`config.mk`:
```
export PLATFORM = sky130hd
export DESIGN_NAME = scan_controller
export DESIGN_NICKNAME = d
export VERILOG_FILES = /design/src/verilog/gfx_pkg.sv /design/src/verilog/scan_controller.sv
export SDC_FILE = /design/constraint.sdc
export NUM_CORES = 1
export LEC_CHECK = 0
export BUFFER_PORTS_ARGS = -buffer_cell sky130_fd_sc_hd__buf_2
export CAP_MARGIN = 20
export CORE_UTILIZATION = 43
export DETAILED_ROUTE_END_ITERATION = 7
export PLACE_DENSITY = 0.78
export REMOVE_ABC_BUFFERS = 1
export SLEW_MARGIN = 20
export SYNTH_ARGS = -nofsm -noshare
export SYNTH_HDL_FRONTEND = slang
export SYNTH_SLANG_ARGS = --single-unit
```
`constraint.sdc`:
```
create_clock -name clk -period 2.3 [get_ports clk]
set_input_delay 0.23 -clock clk [delete_from_list [all_inputs] [get_ports clk]]
set_output_delay 0.23 -clock clk [all_outputs]
set_load 0.05 [all_outputs]
```
`src/verilog/gfx_pkg.sv`:
```
// Shared widths and types for the graphics host
// Tile addressing assumes a square frame buffer, so FB_ADDR_W must be even

package gfx_pkg;

    // Address widths set the memory depths
    localparam int FB_ADDR_W  = 10;
    localparam int PAL_ADDR_W = 8;
    localparam int PIXEL_W    = 32;
    localparam int COLOUR_W   = 24;
    localparam int COORD_W    = 16;

    localparam int TILE_W    = FB_ADDR_W / 2;  // 32x32 tile
    localparam int FB_WORDS  = 1 << FB_ADDR_W;
    localparam int PAL_WORDS = 1 << PAL_ADDR_W;

    typedef logic [FB_ADDR_W-1:0]  fb_addr_t;
    typedef logic [PAL_ADDR_W-1:0] pal_addr_t;
    typedef logic [PIXEL_W-1:0]    pixel_t;
    typedef logic [COLOUR_W-1:0]   colour_t;
    typedef logic [COORD_W-1:0]    coord_t;

    // Fold a coordinate pair into the tile, i.e. (y mod 32) * 32 + (x mod 32)
    function automatic fb_addr_t tile_addr(input coord_t x, input coord_t y);
        return {y[TILE_W-1:0], x[TILE_W-1:0]};
    endfunction

endpackage

```
`src/verilog/scan_controller.sv`:
```
// Raster scan engine, one address per cycle, display data 2 cycles after its address
// No blanking or porches; hsync, vsync and frame_ready are single-cycle pulses

`timescale 1ns/1ns

module scan_controller #(
    parameter int FRAME_WIDTH  = 640,
    parameter int FRAME_HEIGHT = 480
) (
    input  logic               clk,
    input  logic               rst,
    input  logic               frame_start_i,
    input  gfx_pkg::pixel_t    fb_rdata_i,
    input  gfx_pkg::colour_t   pal_rdata_i,
    output gfx_pkg::fb_addr_t  fb_raddr_o,
    output gfx_pkg::pal_addr_t pal_raddr_o,
    output gfx_pkg::pixel_t    display_data_o,
    output logic               pixel_valid_o,
    output logic               hsync_o,
    output logic               vsync_o,
    output logic               frame_ready_o,
    output logic               busy_o
);

    typedef enum logic {
        IDLE,
        SCAN
    } state_t;

    state_t          state;
    logic            issuing;    // Addresses still to be issued
    gfx_pkg::coord_t x_cnt;
    gfx_pkg::coord_t y_cnt;
    logic            last_x;
    logic            last_y;

    // Stage 1 lines up with fb_rdata_i, stage 2 with pal_rdata_i
    logic valid_s1;
    logic valid_s2;
    logic eol_s1;
    logic eol_s2;
    logic eof_s1;
    logic eof_s2;

    assign last_x = (x_cnt == gfx_pkg::coord_t'(FRAME_WIDTH - 1));
    assign last_y = (y_cnt == gfx_pkg::coord_t'(FRAME_HEIGHT - 1));

    // State and raster counters
    always_ff @(posedge clk or posedge rst) begin
        if (rst) begin
            state   <= IDLE;
            issuing <= 1'b0;
            x_cnt   <= '0;
            y_cnt   <= '0;
        end else begin
            case (state)
                IDLE: begin
                    if (frame_start_i) begin
                        state   <= SCAN;
                        issuing <= 1'b1;
                        x_cnt   <= '0;
                        y_cnt   <= '0;
                    end
                end
                SCAN: begin
                    // frame_start_i is ignored here
                    if (issuing) begin
                        if (last_x) begin
                            x_cnt <= '0;
                            if (last_y) begin
                                issuing <= 1'b0;  // last address out, drain pipeline
                            end else begin
                                y_cnt <= y_cnt + 1'b1;
                            end
                        end else begin
                            x_cnt <= x_cnt + 1'b1;
                        end
                    end
                    if (vsync_o) begin
                        state <= IDLE;  // busy drops the cycle after vsync
                    end
                end
                default: state <= IDLE;
            endcase
        end
    end

    // Strobe pipeline matched to the two RAM reads
    always_ff @(posedge clk or posedge rst) begin
        if (rst) begin
            valid_s1      <= 1'b0;
            valid_s2      <= 1'b0;
            eol_s1        <= 1'b0;
            eol_s2        <= 1'b0;
            eof_s1        <= 1'b0;
            eof_s2        <= 1'b0;
            hsync_o       <= 1'b0;
            vsync_o       <= 1'b0;
            frame_ready_o <= 1'b0;
        end else begin
            valid_s1      <= issuing;
            eol_s1        <= issuing && last_x;
            eof_s1        <= issuing && last_x && last_y;
            valid_s2      <= valid_s1;
            eol_s2        <= eol_s1;
            eof_s2        <= eof_s1;
            hsync_o       <= eol_s2;  // Cycle after the last valid of a line
            vsync_o       <= eof_s2;
            frame_ready_o <= eof_s2;
        end
    end

    assign fb_raddr_o  = gfx_pkg::tile_addr(x_cnt, y_cnt);
    assign pal_raddr_o = fb_rdata_i[gfx_pkg::PAL_ADDR_W-1:0];  // Low byte is the index

    // Colour zero-extended, held at zero between valid pixels
    assign display_data_o = valid_s2 ? {8'h00, pal_rdata_i} : '0;
    assign pixel_valid_o  = valid_s2;
    assign busy_o         = (state == SCAN);

    a_hsync_one_cycle: assert property (
        @(posedge clk) disable iff (rst)
        hsync_o |=> !hsync_o
    );

    // End of frame comes with ready and the last hsync, then the engine goes idle
    a_vsync_frame_end: assert property (
        @(posedge clk) disable iff (rst)
        vsync_o |-> (frame_ready_o && hsync_o) ##1 !busy_o
    );

endmodule

```
# --- Yosys cells after proc, flatten, opt, wreduce, memory -nomap -nowiden ---
# Index checks and enable logic that the tools add are counted.
classes:
  addsub: 2
  eq_ne: 6
  muxes: 17
  n_bitwise: 1
  reduce_logical: 4
ops:
  columns: ["operator", "n"]
  rows:
  - ["16-bit two-way mux", 6]
  - ["16-bit one-hot mux with 2 select lines", 2]
  - ["16-bit by 1-bit adder with 16-bit output (second input constant)", 2]
  - ["24-bit two-way mux", 1]
  - ["16-bit by 10-bit == test with 1-bit output (second input constant)", 1]
  - ["16-bit by 9-bit == test with 1-bit output (second input constant)", 1]
  - ["1-bit two-way mux", 6]
  - ["2-bit by 1-bit != test with 1-bit output (second input constant)", 2]
  - ["2-bit != test (second input constant)", 2]
  - ["1-bit one-hot mux with 2 select lines", 2]
  - ["4-bit AND reduction", 1]
  - ["1-bit logical AND", 2]
  - ["2-bit AND reduction", 1]
  - ["1-bit inverter", 1]
word_totals:
  reg_bits: 42
  inputBits: 59
  out_inout_bits: 55
  elab_cells: 42

# --- Logic depth before layout (Yosys ltp) ---
depth:
  depth_word: 5
  ltp_mapped: 8
  depth_no_buf: 6

# --- Worst setup path before layout ---
# No wires, ideal clock.
synth_path:
  kind: "register -> register"
  from: "register x_cnt[0]"
  to: "register y_cnt[2]"
  setup_ns: 0.131
  t_arrival_ns: 2.143
  required_ns: 2.169
  setup_slack_ns: 0.026
  stages_incl_launch_ff: 8
  n_path_buf: 1
  synth_period_minus_slack_ns: 2.274
  cell_sequence: "dfrtp_1 ha_1 or4bb_1 nor4_4 and3_1 buf_6 nor3b_1 or3_1"
synth_via:
  elab_chain_cells: 3
synth_rtl:
  columns: ["item", "line_no", "source"]
  rows:
  - ["from (decl)", "scan_controller.sv:32", "gfx_pkg::coord_t x_cnt;"]
  - ["from (signal assigned)", "scan_controller.sv:76", "x_cnt <= x_cnt + 1'b1;"]
  - ["16-bit by 10-bit == test with 1-bit output", "scan_controller.sv:45", "assign last_x = (x_cnt == gfx_pkg::coord_t'(FRAME_WIDTH - 1));"]
  - ["2-bit by 1-bit != test with 1-bit output (no source line)", null, null]
  - ["4-bit AND reduction (no source line)", null, null]
  - ["to (signal assigned)", "scan_controller.sv:73", "y_cnt <= y_cnt + 1'b1;"]
  - ["to (decl)", "scan_controller.sv:33", "gfx_pkg::coord_t y_cnt;"]
# No other way between the ends.
# A chain may end at the register's enable or synchronous reset.

# --- Worst setup path in the final report ---
layout_path:
  from: "register x_cnt[14]"
  to: "register y_cnt[5]"
# Same word-level chain as after synthesis.

==> impl_results.md <==
* Power per Cell Area at 471.6 mW/mm^2
* Cell with the most instances after synthesis: dfrtp_1
* EDFF count, synth at 0
* Run status: complete, no violations
* Hold Slack at 0.03637 ns
* Placer Congestion at 0.8310
* Max Cap Viol at 0
* Slew @ Worst Pin at 0.6827 ns
* Top post-synthesis cells by area: dfrtp_1 41%, buf_4 7.8%, and2_1 5.8%, nand2_1 5.7%, o21ai_0 4.3%
* Hold Violations, Final at 0
* Placed Cells incl. Taps at 428
* Share of post-route cells with drive strength above 1 at 0.2959
* Reg2reg start: x_cnt[14]
* Drt via density at 5.398
* DR WL/cell at 14.58 um
* Startpoint types: flip-flop
* Port buffer count at 65
* PnR worst setup slack at 0.1044 ns
* I/O pins at 114
* Core Region at 0.005642 mm^2
* Reg2Reg Setup Slack at 0.10 ns
* Die Wd at 79.59 um
* Place WS at 0.02721 ns
* Starting Density at 0.4589
* Post-synth top area share at 0.4060
* Area growth, synth to finish at 17.79%
* DR pass1 iterations at 4
* Critical Path RT at 2.55 ns
* Vias in the first global route at 2191
* Max H-tree Level at 2
* WP data arrival at 2.44 ns
* RSZ-0062 raised after global routing: false
* Mapped Area at 0.002589 mm^2
* Synth cell types at 43
* Cell taking the most area after synthesis: dfrtp_1
* Fin Setup TNS at 0 ns
* Die Area at 0.006335 mm^2
* Drt total wl at 6.370 mm
* Clock root cell: clkbuf_8
* Hold crit path type: in2async
* CTS Buf Count at 5
* Critical Path Sink Type: flip-flop
* Nets at 425
* Clock slew at reported path FFs at 0.09 ns
* Pleak at 0.001417 uW
* CTS Buffer Depth at 2
* Post-synth top flop: dfrtp_1
* Worst Clk Skew at 0.007356 ns
* Synth warn at 0
* Relative slew slack at 0.5428
* Final setup fails at 0
* DR iter-0 viols at 110
* Worst reg2reg path depth at 5
* Die Height at 79.59 um
* Overflow after GRT at 0
* Rows at 27
* Detailed-route via count at 2359
* First-pass GRT wire length at 10.31 mm
* Cells after Synth at 300
* DR DRC count at 0
* Setup CP Type: reg2reg
* Synthesized flop and latch total at 42
* Syn avg cell area at 8.629 um^2
* Clock sink count at 42
* Antenna violations before repair at 0
* Sequential-to-total area share from yosys stat at 0.4060
* Reg2Reg Capture Point: y_cnt[5]
* Slew Limit Fails at 0
* VDD IR-drop max at 0.2184 mV
* Period minus WS final at 2.196 ns
* Fraction of registers with async set/reset at 1.000
* Worst-path fanout max at 5
* Cell Count, Final, Fillers Out at 437
* Clock Latency Late Sink at 0.31 ns
* All-Layer GR Usage at 0.2142
* CTS tree: done
* Antenna Nets Post-Route at 0
* Most instantiated cells after synthesis: 42 x dfrtp_1, 39 x nand2_1, 27 x buf_4, 24 x and2_1, 22 x o21ai_0
* Max frequency at 0.4555 GHz
* Largest net degree at the start of global routing at 43
* Final cycle utilization of the critical path at 0.9546
* Ant diodes at 0
* DPL Wire Length at 4.639 mm
* Tot Pwr at 1438 uW
==> cell type report <==
| class | count | area [um^2] |
|---|---|---|
| Tap cell | 72 | 90.09 |
| Timing Repair Buffer | 88 | 498.0 |
| Clock buffer | 5 | 68.82 |
| Multi-Input combinational cell | 218 | 1281 |
| Sequential cell | 42 | 1052 |
| Inverter | 9 | 33.78 |
| Fill cell | 514 | 2592 |
| Clock inverter | 3 | 25.02 |
==> state kept, by name, summed over array words and instances (netlist names) <==
name           cells
issuing            1
x_cnt             16
eol_s1             1
valid_s1           1
y_cnt             16
frame_ready_o      1
pixel_valid_o      1
eof_s2             1
eof_s1             1
busy_o             1
eol_s2             1
hsync_o            1
==> through the flow <==
| step | util | instance area [um^2] |
|---|---|---|
| after floorplan | - | 2356 |
| after global placement | 0.5205 | 2937 |
| after detailed placement | 0.5205 | 2937 |
| after CTS | 0.5371 | 3030 |
| after global routing | 0.5405 | 3049 |
| final | 0.5405 | 3049 |
==> metal layers <==
metal	global-route usage	routed length [um]
met3	0.06057	543
met4	0.1018	179
met1	0.2480	2555
met5	0	0
met2	0.3624	3092
==> placed cells by master (no fill, tap or decap), types with 2 or more instances in the layout <==
cell type and instances:
a21o_1 4, a21oi_1 9, a31oi_1 2, a32oi_1 2, and2_1 24, and3_1 6, and4_1 3, buf_2 65
buf_4 23, clkbuf_8 5, conb_1 8, dfrtp_1 41, inv_1 9, mux2_2 2, mux2i_1 2, nand2_1 39
nand2b_1 3, nand3_1 20, nand3b_1 4, nand4_1 9, nor2_1 8, nor2b_1 3, nor3_1 5, nor3b_1 3
nor4_1 6, o211ai_1 3, o21ai_0 22, or2_2 2, or3_1 9, xnor2_1 2, xor2_1 4
==> cell families after synthesis <==
family	count (synthesis)	share of synthesized area
and+or+nand+nor	153	0.3325
buffers and inverters	47	0.1131
AOI/OAI and AO/OA	45	0.1005
DFF	42	0.4060
xor gates and xnor gates	6	0.02030
muxes	4	0.01643
adders and majority gates	2	0.009665
other	1	0.001449
==> critical path, stage by stage, from the launching register on <==
cell and delay (ns):
dfrtp_2 0.45, or4b_1 0.56, nor4_4 0.37, nand3_2 0.18, or4_1 0.50, nand3_1 0.10
==> power breakdown <==
group,leakage [uW],switching (uW),internal (uW)
logic,0.000926,143,43.9
clock network,0.0000447,294,219
registers,0.000446,0,738
total,0.00142,437,1000
==> worst max-delay path by stage <==
stage / from / to / slack [ns] / depth (start not counted)
6_report: x_cnt[14] / y_cnt[5] / 0.10 / 5
5_1_grt: x_cnt[0] / y_cnt[6] / 0.009 / 6
4_1_cts: x_cnt[1] / y_cnt[5] / 0.01 / 6
3_5_place_dp: x_cnt[1] / y_cnt[5] / 0.03 / 6
3_3_place_gp: x_cnt[0] / y_cnt[2] / 0.08 / 6
2_1_floorplan: x_cnt[0] / y_cnt[2] / -0.39 / 6
==> what timing repair did <==
| action | 4_1_cts | 5_1_grt |
|---|---|---|
| hold buffers | 0 | 0 |
| endpoints found under the setup margin | 0 | 6 |
| gates resized for setup | 0 | 4 |
| buffers inserted | 0 | 1 |
(Power assumes the default switching activity.)
