--- src/verilog/gfx_pkg.sv ---
// Shared widths and types for the graphics host
// Tile addressing assumes a square frame buffer, so FB_ADDR_W must be even

package gfx_pkg;

    // Address widths set the memory depths
    localparam int FB_ADDR_W  = 10;
    localparam int PAL_ADDR_W = 8;
    localparam int PIXEL_W    = 32;
    localparam int COLOUR_W   = 24;
    localparam int COORD_W    = 16;

    localparam int TILE_W    = FB_ADDR_W / 2;  // 32x32 tile
    localparam int FB_WORDS  = 1 << FB_ADDR_W;
    localparam int PAL_WORDS = 1 << PAL_ADDR_W;

    typedef logic [FB_ADDR_W-1:0]  fb_addr_t;
    typedef logic [PAL_ADDR_W-1:0] pal_addr_t;
    typedef logic [PIXEL_W-1:0]    pixel_t;
    typedef logic [COLOUR_W-1:0]   colour_t;
    typedef logic [COORD_W-1:0]    coord_t;

    // Fold a coordinate pair into the tile, i.e. (y mod 32) * 32 + (x mod 32)
    function automatic fb_addr_t tile_addr(input coord_t x, input coord_t y);
        return {y[TILE_W-1:0], x[TILE_W-1:0]};
    endfunction

endpackage

--- src/verilog/host_port.sv ---
// Host write port for frame buffer and palette, one cycle from strobe to RAM write
// Writes seen while a scan is running are dropped without notice beyond busy_i

`timescale 1ns/1ns

module host_port (
    input  logic               clk,
    input  logic               rst,
    input  gfx_pkg::pixel_t    pixel_data_i,
    input  gfx_pkg::coord_t    pixel_x_i,
    input  gfx_pkg::coord_t    pixel_y_i,
    input  logic               pixel_write_i,
    input  gfx_pkg::colour_t   pal_data_i,
    input  gfx_pkg::pal_addr_t pal_index_i,
    input  logic               pal_write_i,
    input  logic               busy_i,
    output logic               fb_we_o,
    output gfx_pkg::fb_addr_t  fb_waddr_o,
    output gfx_pkg::pixel_t    fb_wdata_o,
    output logic               pal_we_o,
    output gfx_pkg::pal_addr_t pal_waddr_o,
    output gfx_pkg::colour_t   pal_wdata_o
);

    logic pix_accept;
    logic pal_accept;

    // Only place where busy decides the fate of a write
    assign pix_accept = pixel_write_i && !busy_i;
    assign pal_accept = pal_write_i && !busy_i;

    // Write enables
    always_ff @(posedge clk or posedge rst) begin
        if (rst) begin
            fb_we_o  <= 1'b0;
            pal_we_o <= 1'b0;
        end else begin
            fb_we_o  <= pix_accept;
            pal_we_o <= pal_accept;
        end
    end

    // Frame buffer address and data
    always_ff @(posedge clk) begin
        if (pix_accept) begin
            fb_waddr_o <= gfx_pkg::tile_addr(pixel_x_i, pixel_y_i);  // x, y wrap in tile
            fb_wdata_o <= pixel_data_i;
        end
    end

    // Palette index and colour
    always_ff @(posedge clk) begin
        if (pal_accept) begin
            pal_waddr_o <= pal_index_i;
            pal_wdata_o <= pal_data_i;
        end
    end

    // A write accepted in the cycle of frame_start may land in the first busy cycle,
    // but none may land once the scan has been running for a cycle
    a_no_write_in_scan: assert property (
        @(posedge clk) disable iff (rst)
        busy_i && $past(busy_i) |-> !fb_we_o && !pal_we_o
    );

endmodule

--- config.mk ---
export PLATFORM = sky130hd
export DESIGN_NAME = host_port
export DESIGN_NICKNAME = d
export VERILOG_FILES = /design/src/verilog/gfx_pkg.sv /design/src/verilog/host_port.sv
export SDC_FILE = /design/constraint.sdc
export NUM_CORES = 1
export LEC_CHECK = 0
export CORE_AREA = 2 2 69 71
export DETAILED_ROUTE_END_ITERATION = 7
export DIE_AREA = 0 0 71 73
export DONT_BUFFER_PORTS = 1
export PLACE_DENSITY = 0.7
export SLEW_MARGIN = 40
export SYNTH_ARGS = -nofsm -noshare
export SYNTH_HDL_FRONTEND = slang
export SYNTH_SLANG_ARGS = --single-unit
--- constraint.sdc ---
create_clock -name clk -period 1 [get_ports clk]
set_input_delay 0.2 -clock clk [delete_from_list [all_inputs] [get_ports clk]]
set_output_delay 0.2 -clock clk [all_outputs]
set_load 0.03 [all_outputs]
# == Yosys cells after proc, flatten, opt, wreduce, memory -nomap -nowiden ==
# Cells that the tools add are included.
# classes
reduce_logical,3
# op_table
operator,n
$logic_and 1x1->1,2
$logic_not 1->1,1
# totals
ff_bits,76
inputBits,101
out_inout_bits,76
elab_cells,9

# == Depth between registers and ports, before layout ==
# Gate-level depths: netlist of run 1.
# depth
depth_word,2
depth_mapped,1
depth_no_buf,1

# == Least setup slack after synthesis of run 1 ==
# Ideal clock, no wire load.
# synth_path
path_kind,input port to flip-flop
startpoint,input port busy_i
endpoint,"register fb_waddr_o[0], enable pin"
setup_ns,0.448
arrival_time_ns,2.119
t_required_ns,0.552
slack_ns,-1.567
path_stages,1
n_path_buf,0
cell_sequence,nor2b_1
# synth_via
elab_chain_len,2
# synth_rtl
item,line,text
"start, declared",host_port.sv:16,"input logic busy_i,"
$logic_not 1->1,host_port.sv:29,assign pix_accept = pixel_write_i && !busy_i;
$logic_and 1x1->1,host_port.sv:29,
"end signal, assigned",host_port.sv:46,"fb_waddr_o <= gfx_pkg::tile_addr(pixel_x_i, pixel_y_i);"
"end, declared",host_port.sv:18,"output gfx_pkg::fb_addr_t fb_waddr_o,"
# No other way between the ends.
# A chain may end at the register's enable or synchronous reset.

# == Final worst setup path of run 1 ==
# layout_path
startpoint,register pal_wdata_o[0]
endpoint,output port pal_wdata_o[0]
# layout_lines
item,line,text
"start, declared",host_port.sv:22,output gfx_pkg::colour_t pal_wdata_o
"start signal, assigned",host_port.sv:55,pal_wdata_o <= pal_data_i;
# No word-level cell between the ends.

==> results of run 1 <==
[routing by layer]
| layer | wire (um) | vias to the layer above | global-route usage (%) |
|---|---|---|---|
| met5 | 0 | - | 0 |
| met3 | 565 | 8 | 10.6 |
| met4 | 91 | 0 | 11.3 |
| met2 | 2200 | 110 | 27.3 |
| li1 | - | 492 | - |
| met1 | 1560 | 509 | 16.5 |
[where the power goes]
group / total (mW) / switching, mW / internal, mW
Clock: 2.63 / 0.993 / 1.64
Sequential: 4.24 / 0.494 / 3.75
Combinational: 0.319 / 0.102 / 0.217
Total: 7.19 / 1.59 / 5.61
[state kept, by name, summed over array words and instances (netlist names)]
signal	flops
fb_waddr_o	10
fb_wdata_o	32
pal_waddr_o	8
pal_wdata_o	24
pal_we_o	1
fb_we_o	1
[cells in the final DEF, fill, tap and decap left out]
cell	n
sky130_fd_sc_hd__clkbuf_8	9
sky130_fd_sc_hd__clkbuf_1	1
sky130_fd_sc_hd__bufinv_16	3
sky130_fd_sc_hd__buf_12	2
sky130_fd_sc_hd__clkinv_2	1
sky130_fd_sc_hd__dlygate4sd3_1	75
sky130_fd_sc_hd__dfrtp_2	2
sky130_fd_sc_hd__edfxtp_1	74
sky130_fd_sc_hd__nor2b_4	2
sky130_fd_sc_hd__inv_1	1
sky130_fd_sc_hd__clkinv_1	2
[through the flow]
| stage | setup slack (ps) | area (sq um) | std cells | utilization (%) |
|---|---|---|---|---|
| floorplan | -284 | 2300 | 79 | - |
| global placement | 97.7 | 2410 | 135 | 53.2 |
| detailed placement | 85.6 | 2410 | 135 | 53.2 |
| CTS | -95.4 | 3390 | 226 | 74.8 |
| global route | -108 | 3390 | 226 | 74.8 |
| finish | -73.4 | 3390 | 226 | 74.8 |
[kinds of logic (layout without fill, tap and decap cells)]
group | Yosys count | after routing | synth area share, %
DFF | 76 | 76 | 99.3
buffers and inverters | 1 | 94 | 0.164
and+or+nand+nor | 2 | 2 | 0.547
[path summary, 6_finish.rpt]
check / slack (ps) / end / start
worst max-delay path: -70 / pal_wdata_o[0] / pal_wdata_o[0]$_DFFE_PP_
worst min-delay path: 110 / pal_we_o$_DFF_PP0_ / busy_i
max in group asynchronous: 700 / fb_we_o$_DFF_PP0_ / rst
min in group asynchronous: 170 / pal_we_o$_DFF_PP0_ / rst
[timing repair]
| item | in CTS | in global routing |
|---|---|---|
| cloned | 0 | 0 |
| hold endpoints to repair | 76 | 0 |
| hold buffers | 75 | 0 |
| resized for setup | 2 | 0 |
| setup endpoints to repair | 76 | 76 |
[layout make-up]
| cell class | count | area (sq um) |
|---|---|---|
| Fill cell | 244 | 1140 |
| Clock buffer | 10 | 128 |
| Clock inverter | 6 | 103 |
| Inverter | 1 | 3.75 |
| Sequential cell | 76 | 2270 |
| Timing Repair Buffer | 77 | 791 |
| Multi-Input combinational cell | 2 | 27.5 |
| Tap cell | 54 | 67.6 |
==> run_results.csv, run 1 <==
group,metric,value,unit
final_layout,insertedDiodeCount,0,
sta,fin_setup_tns,-3940,ps
sta,worstMarginPinSlew,325,ps
worst_setup_path,required,800,ps
grt,globalRouteTotalUtil,17.1,%
clocking,cts-htree-levels,3,
synth,synth.ff_latch_count,76,
grt,antenna_violations_before_repair,0,
synth,synth_seq_area_share,99.3,%
clocking,cts_sink_cnt,76,
worst_setup_path,path_class,"reg -> out",
drt,viasPerCell,4.95,
synth,yosys_warnings,0,
synth,synth.lib_cells_used.distinct,4,
floorplanning,floorplan.die.height,73,um
synth,postSynthNetCount,180,
floorplanning,floorplan.initialDensity,50.5,%
sta,rsz0062_at_grt,"true",
synth,post-synth-top-count-cell,"sky130_fd_sc_hd__edfxtp_1",
synth,synth_top_cells_by_area,"sky130_fd_sc_hd__edfxtp_1 97%, sky130_fd_sc_hd__dfrtp_1 2.2%, sky130_fd_sc_hd__nor2b_1 0.55%",
worst_setup_path,timing.critical_path.depth,0,
grt,grt.overflow.total,0,
synth,asyncSetResetFlopFracSynth,2.63,%
synth,synth.top_cells.by_count,"74 x sky130_fd_sc_hd__edfxtp_1, 2 x sky130_fd_sc_hd__dfrtp_1, 2 x sky130_fd_sc_hd__nor2b_1, 1 x sky130_fd_sc_hd__inv_1",
clocking,post-cts-setup-buffer-count,0,
sta,post-route-min-period,1070,ps
worst_setup_path,end_kind,"output pin",
drt,drt_drc_violations_left,0,
power,vdd_drop_max,1.17,mV
synth,most_frequently_used_flop_master_after_synthesis,"sky130_fd_sc_hd__edfxtp_1",
floorplanning,die_w,71,um
synth,post_synth_inst_count,79,
drt,antenna_violating_nets_post_route,0,
sta,fin_ws,-73.4,ps
floorplanning,rows,25,
final_layout,flow.area_growth_from_synthesis,48.3,%
floorplanning,core,4540,sq um
sta,drv_slew,0,
floorplanning,die-area,5180,sq um
sta,hold_violations,0,
run_status,run_status,"finished with violations",
drt,vias,1119,
sta,setup-violations-final,75,
grt,grt_start_max_net_pins,44,
synth,synthesis.area_per_instance,29.0,sq um
drt,drt_iter0_markers,54,
power,static-leakage-power,1.18,nW
worst_hold_path,min_delay_path_depth,2,
synth,count_of_flip_flops_with_a_built_in_enable_after_synthesis,74,
worst_setup_path,cp_data_arrival_time,870,ps
clocking,tritoncts.num_buffers,9,
sta,min_period_over_period,107,%
synth,synth_top_cell_area_share,97.1,%
sta,max_freq,932,MHz
synth,synth_largest_area_cell,"sky130_fd_sc_hd__edfxtp_1",
drt,dr_wl_cell,19.5,um
worst_setup_path,crit_path_max_fanout,1,
power,fin_total_pwr,7.19,mW
clocking,cts_tree,"yes",
worst_setup_path,start_kind,"flip-flop",
placement,port_buffers,0,
flow_run,max_cap_viol,0,
grt,first_global_vias,1186,
sta,holdWs,109,ps
final_layout,final_layout_size_suffix_gt1_share,11.0,%
grt,grt_first_pass_wirelength,6.09,mm
worst_hold_path,worst_hold_path_type,"in -> reg",
floorplanning,design.portCount,177,
clocking,cts_clock_pin_slew_for_the_worst_setup_and_hold_paths,80,ps
placement,gpl.final_weighted_congestion,0.638,
sta,worst_slew_margin_rel,78.4,%
drt,routed_wl,4.42,mm
clocking,max-clock-path-buffers,2,
run_status,violations,"negative setup slack",
synth,post_synth_instance_area,2290,sq um
clocking,clock-root-buffer,"sky130_fd_sc_hd__clkbuf_8",
final_layout,finish.net_count,268,
drt,detail_route.first_pass.iterations,4,
power,pwr_density_cell,2120,nW/um^2
No activity file was read; power rests on OpenSTA's default activity.
==> run 2, diff against run 1 <==
--- a/config.mk
+++ b/config.mk
@@ -9,7 +9,7 @@
 export DETAILED_ROUTE_END_ITERATION = 7
 export DIE_AREA = 0 0 71 73
 export DONT_BUFFER_PORTS = 1
-export PLACE_DENSITY = 0.7
+export PLACE_DENSITY = 0.67
 export SLEW_MARGIN = 40
 export SYNTH_ARGS = -nofsm -noshare
 export SYNTH_HDL_FRONTEND = slang
==> run 2 against run 1 <==
  * Worst setup slack gained 1.6 ps
  * The flow still finishes with violations (negative setup slack)
  * Maximum frequency grew 0.15%
  * Final cell count is the same
  * Critical endpoint is now fb_wdata_o[31]
  * Core utilization shrank 0.63 points
  * Highest routed layer unchanged
  * Hold slack lost 42 ps
  * Critical path depth is the same
  * Die area is the same
  * Clock-buffer cell count is the same
  * Via count grew 0.27%
  * Sequential share of layout area grew 0.57 points
==> run_results.csv, run 2 (synthesized netlist as in run 1, its figures left out) <==
group,metric,value,unit
run_status,run_status,"finished with violations",
run_status,violations,"negative setup slack",
grt,grt_first_pass_wirelength,6.48,mm
power,internal-power,5.18,mW
floorplanning,design.portCount,177,
final_layout,flow.area_growth_from_synthesis,47.1,%
floorplanning,die_w,71,um
final_layout,layout_common_cells,"75 x sky130_fd_sc_hd__dlygate4sd3_1, 74 x sky130_fd_sc_hd__edfxtp_1, 10 x sky130_fd_sc_hd__clkbuf_8",
sta,drv_slew,0,
grt,grt.overflow.total,0,
final_layout,layout.core_utilization,74.2,%
grt,antenna_violations_before_repair,0,
sta,worstMarginPinSlew,328,ps
sta,fin_ws,-71.8,ps
sta,hold_violations,0,
floorplanning,floorplan.die.height,73,um
grt,grt_start_max_net_pins,44,
drt,dr_wl_cell,19.9,um
placement,dp_cells,135,
drt,detail_route.first_pass.iterations,4,
drt,vias,1122,
worst_setup_path,required,800,ps
final_layout,filler_cell_count,241,
placement,port_buffers,0,
final_layout,finish.net_count,268,
worst_hold_path,worst_hold_path_type,"in -> reg",
worst_setup_path,end_kind,"output pin",
drt,drt_iter0_markers,36,
clocking,clock-root-buffer,"sky130_fd_sc_hd__clkbuf_8",
sta,rsz0062_at_grt,"true",
grt,first_global_vias,1209,
drt,viasPerCell,4.96,
power,vdd_drop_max,1.12,mV
sta,post-route-min-period,1070,ps
clocking,tritoncts.num_buffers,9,
sta,worst_slew_margin_rel,78.2,%
sta,holdWs,66.4,ps
power,static-leakage-power,1.17,nW
final_layout,top_regs,"fb_wdata_o (32), pal_wdata_o (24), fb_waddr_o (10)",
final_layout,final_cell_count_no_fill,226,
power,power_switching_share,23.8,%
floorplanning,die-area,5180,sq um
clocking,post-cts-setup-buffer-count,0,
drt,antenna_violating_nets_post_route,0,
worst_setup_path,crit_path_max_fanout,1,
final_layout,leading_cell_type_in_the_layout_fill_and_taps_excluded,"sky130_fd_sc_hd__dlygate4sd3_1",
power,combinational_fraction_of_design_power,4.7,%
worst_setup_path,start_kind,"flip-flop",
worst_setup_path,cp_data_arrival_time,870,ps
worst_setup_path,path_class,"reg -> out",
worst_setup_path,timing.critical_path.depth,0,
sta,max_freq,933,MHz
floorplanning,core,4540,sq um
floorplanning,rows,25,
power,fin_total_pwr,6.80,mW
clocking,cts_tree,"yes",
grt,globalRouteTotalUtil,18.1,%
clocking,max-clock-path-buffers,2,
power,power.clock.fraction,32.9,%
drt,routed_wl,4.50,mm
power,sequentialPowerShare,62.4,%
placement,gpl.final_weighted_congestion,0.654,
final_layout,registers.top_by_ff_count,"fb_wdata_o",
sta,setup-violations-final,76,
flow_run,max_cap_viol,0,
power,pwr_density_cell,2020,nW/um^2
worst_hold_path,min_delay_path_depth,1,
final_layout,largest_register_ff_count,32,
clocking,cts_sink_cnt,76,
clocking,cts-htree-levels,3,
drt,drt_drc_violations_left,0,
floorplanning,floorplan.initialDensity,50.5,%
power,p_switching,1.62,mW
final_layout,final_layout_size_suffix_gt1_share,12.8,%
final_layout,insertedDiodeCount,0,
clocking,cts_clock_pin_slew_for_the_worst_setup_and_hold_paths,70,ps
sta,min_period_over_period,107,%
[run 2: cell types whose count changed in the layout (fill, tap and decap cells not counted), sizes merged]
cell | before | now
bufinv | 3 | 1
clkinvlp | 0 | 2
[run 2: per-layer routing]
layer  track usage (%)  share of wire (%)
met2              28.5                 50
met5                 0                  0
met3              10.4                 13
met1              18.0                 34
met4              12.8                2.3
[run 2: power groups by stage]
stage	Combinational (mW)	Sequential (mW)	Clock [mW]
finish	0.322	4.24	2.24
global route	0.346	4.26	2.42
CTS	0.316	4.24	2.28
detailed placement	0.0818	4.31	0
global placement	0.0788	4.31	0
floorplan	0.0498	4.28	0
[run 2: path summary, 6_finish.rpt]
path / startpoint / endpoint / slack (ps)
worst max-delay path: fb_wdata_o[31]$_DFFE_PP_ / fb_wdata_o[31] / -70
worst min-delay path: busy_i / pal_wdata_o[15]$_DFFE_PP_ / 70
max in group asynchronous: rst / fb_we_o$_DFF_PP0_ / 710
min in group asynchronous: rst / pal_we_o$_DFF_PP0_ / 170
[run 2: cell type report]
| cell class | instances | area (sq um) | area share [%] |
|---|---|---|---|
| Sequential cell | 76 | 2270 | 67.6 |
| Inverter | 1 | 3.75 | 0.112 |
| Clock inverter | 6 | 63.8 | 1.90 |
| Tap cell | 54 | 67.6 | 2.01 |
| Clock buffer | 10 | 138 | 4.09 |
| Timing Repair Buffer | 77 | 791 | 23.5 |
| Multi-Input combinational cell | 2 | 27.5 | 0.818 |
[run 2: per-stage QoR]
stage	setup TNS (ps)	instance area, sq um	setup slack (ps)
CTS	-5680	3370	-88.5
detailed placement	0	2410	81.5
floorplan	-16320	2300	-284
global placement	0	2410	99.1
finish	-4020	3370	-71.8
global route	-6690	3370	-110
[run 2: repair_timing]
action                                 CTS  global route
cloned                                   0             0
resized for setup                        2             0
hold buffers                            75             0
endpoints found under the hold margin   76             0
setup endpoints to repair               76            76
==> run 3, diff against run 2 <==
--- a/config.mk
+++ b/config.mk
@@ -9,7 +9,7 @@
 export DETAILED_ROUTE_END_ITERATION = 7
 export DIE_AREA = 0 0 71 73
 export DONT_BUFFER_PORTS = 1
-export PLACE_DENSITY = 0.67
+export PLACE_DENSITY = 0.63
 export SLEW_MARGIN = 40
 export SYNTH_ARGS = -nofsm -noshare
 export SYNTH_HDL_FRONTEND = slang
==> run 3 against run 2 <==
  * The run still ends with negative setup slack left
  * Cell area is 1.5% lower
  * Sequential cell count unchanged
  * Largest power group unchanged
  * Final cell count is the same
  * Combinational power barely moved
  * Critical endpoint is now pal_wdata_o[3]
==> run_results.csv, run 3 (synthesized netlist as in run 1, its figures left out) <==
group,metric,value,unit
sta,holdWs,117,ps
clocking,max-clock-path-buffers,2,
floorplanning,floorplan.initialDensity,50.5,%
final_layout,filler_cell_count,241,
final_layout,layout.area.seq,2270,sq um
power,vdd_drop_max,1.18,mV
clocking,cts-htree-levels,3,
clocking,post-cts-setup-buffer-count,0,
sta,rsz0062_at_grt,"true",
final_layout,registers.top_by_ff_count,"fb_wdata_o",
sta,worstMarginPinSlew,317,ps
final_layout,finish.net_count,268,
placement,dp_worst_setup_slack,92.8,ps
grt,grt_first_pass_wirelength,6.02,mm
floorplanning,rows,25,
grt,grt_start_max_net_pins,44,
drt,detail_route.first_pass.iterations,4,
final_layout,layout_common_cells,"75 x sky130_fd_sc_hd__dlygate4sd3_1, 74 x sky130_fd_sc_hd__edfxtp_1, 9 x sky130_fd_sc_hd__clkbuf_8",
floorplanning,core,4540,sq um
drt,vias,1111,
run_status,violations,"negative setup slack",
worst_setup_path,end_kind,"output pin",
power,pwr_density_cell,1910,nW/um^2
floorplanning,die_w,71,um
final_layout,insertedDiodeCount,0,
worst_setup_path,crit_path_max_fanout,1,
floorplanning,floorplan.die.height,73,um
worst_setup_path,cp_data_arrival_time,860,ps
sta,max_freq,945,MHz
final_layout,flow.area_growth_from_synthesis,44.9,%
sta,fin_ws,-57.7,ps
final_layout,final_layout_size_suffix_gt1_share,9.30,%
power,static-leakage-power,1.15,nW
drt,drt_drc_violations_left,0,
sta,min_period_over_period,106,%
final_layout,largest_register_ff_count,32,
drt,dr_wl_cell,18.8,um
worst_hold_path,worst_hold_path_type,"in -> reg",
sta,fin_setup_tns,-3380,ps
drt,drt_iter0_markers,53,
clocking,cts_tree,"yes",
run_status,run_status,"finished with violations",
worst_setup_path,path_class,"reg -> out",
clocking,clock-root-buffer,"sky130_fd_sc_hd__clkbuf_8",
drt,viasPerCell,4.92,
final_layout,multi_input_area,27.5,sq um
grt,globalRouteTotalUtil,16.8,%
grt,grt.overflow.total,0,
clocking,tritoncts.num_buffers,9,
clocking,cts_clock_pin_slew_for_the_worst_setup_and_hold_paths,60,ps
placement,gpl.final_weighted_congestion,0.681,
placement,detailed_place_hpwl,2.43,mm
sta,worst_slew_margin_rel,78.9,%
worst_setup_path,start_kind,"flip-flop",
sta,setup-violations-final,74,
final_layout,top_regs,"fb_wdata_o (32), pal_wdata_o (24), fb_waddr_o (10)",
power,fin_total_pwr,6.35,mW
worst_setup_path,required,800,ps
grt,antenna_violations_before_repair,0,
clocking,cts_sink_cnt,76,
floorplanning,design.portCount,177,
final_layout,leading_cell_type_in_the_layout_fill_and_taps_excluded,"sky130_fd_sc_hd__dlygate4sd3_1",
grt,first_global_vias,1197,
sta,post-route-min-period,1060,ps
sta,drv_slew,0,
drt,routed_wl,4.26,mm
sta,hold_violations,0,
placement,port_buffers,0,
floorplanning,die-area,5180,sq um
flow_run,max_cap_viol,0,
drt,antenna_violating_nets_post_route,0,
## run 3: cell types whose count changed in the layout (fill, tap and decap cells not counted), sizes merged
cell / before / now
bufinv: 1 / 0
clkinv: 3 / 4
clkinvlp: 2 / 0
clkbuf: 10 / 12
## run 3: timing repair
item | 4_1_cts | 5_1_grt
hold buffers | 75 | 0
gates cloned | 0 | 0
hold endpoints to repair | 76 | 0
endpoints found under the setup margin | 76 | 76
gates resized for setup | 2 | 0
## run 3: power breakdown
part / internal [mW] / switching, mW / total, mW
clock network: 0.874 / 0.911 / 1.78
registers: 3.75 / 0.490 / 4.24
logic: 0.217 / 0.102 / 0.320
## run 3: worst paths after layout
| kind | startpoint | endpoint | slack (ps) | cells after the start |
|---|---|---|---|---|
| worst max-delay path | pal_wdata_o[3]$_DFFE_PP_ | pal_wdata_o[3] | -60 | 0 |
| worst min-delay path | busy_i | pal_we_o$_DFF_PP0_ | 120 | 2 |
| max in group asynchronous | rst | pal_we_o$_DFF_PP0_ | 700 | 2 |
| min in group asynchronous | rst | fb_we_o$_DFF_PP0_ | 170 | 2 |
## run 3: routing by layer
layer	track usage, %	vias to the layer above	wire length [um]
met5	0	-	0
met4	10.1	0	24
met3	8.29	2	443
met2	29.0	96	2380
met1	16.3	519	1410
li1	-	494	-
## run 3: layout make-up
class                      instances  area share (%)
multi-input combinational          2           0.830
inverter                           1           0.113
timing repair buffer              77            23.8
tap                               54            2.04
sequential                        76            68.6
clock buffer                      12            4.08
clock inverter                     4           0.491
## run 3: stage by stage
step | area, sq um | util (%) | std cells
floorplan | 2300 | - | 79
global placement | 2410 | 53.2 | 135
detailed placement | 2410 | 53.2 | 135
CTS | 3320 | 73.1 | 226
global route | 3320 | 73.1 | 226
finish | 3320 | 73.1 | 226
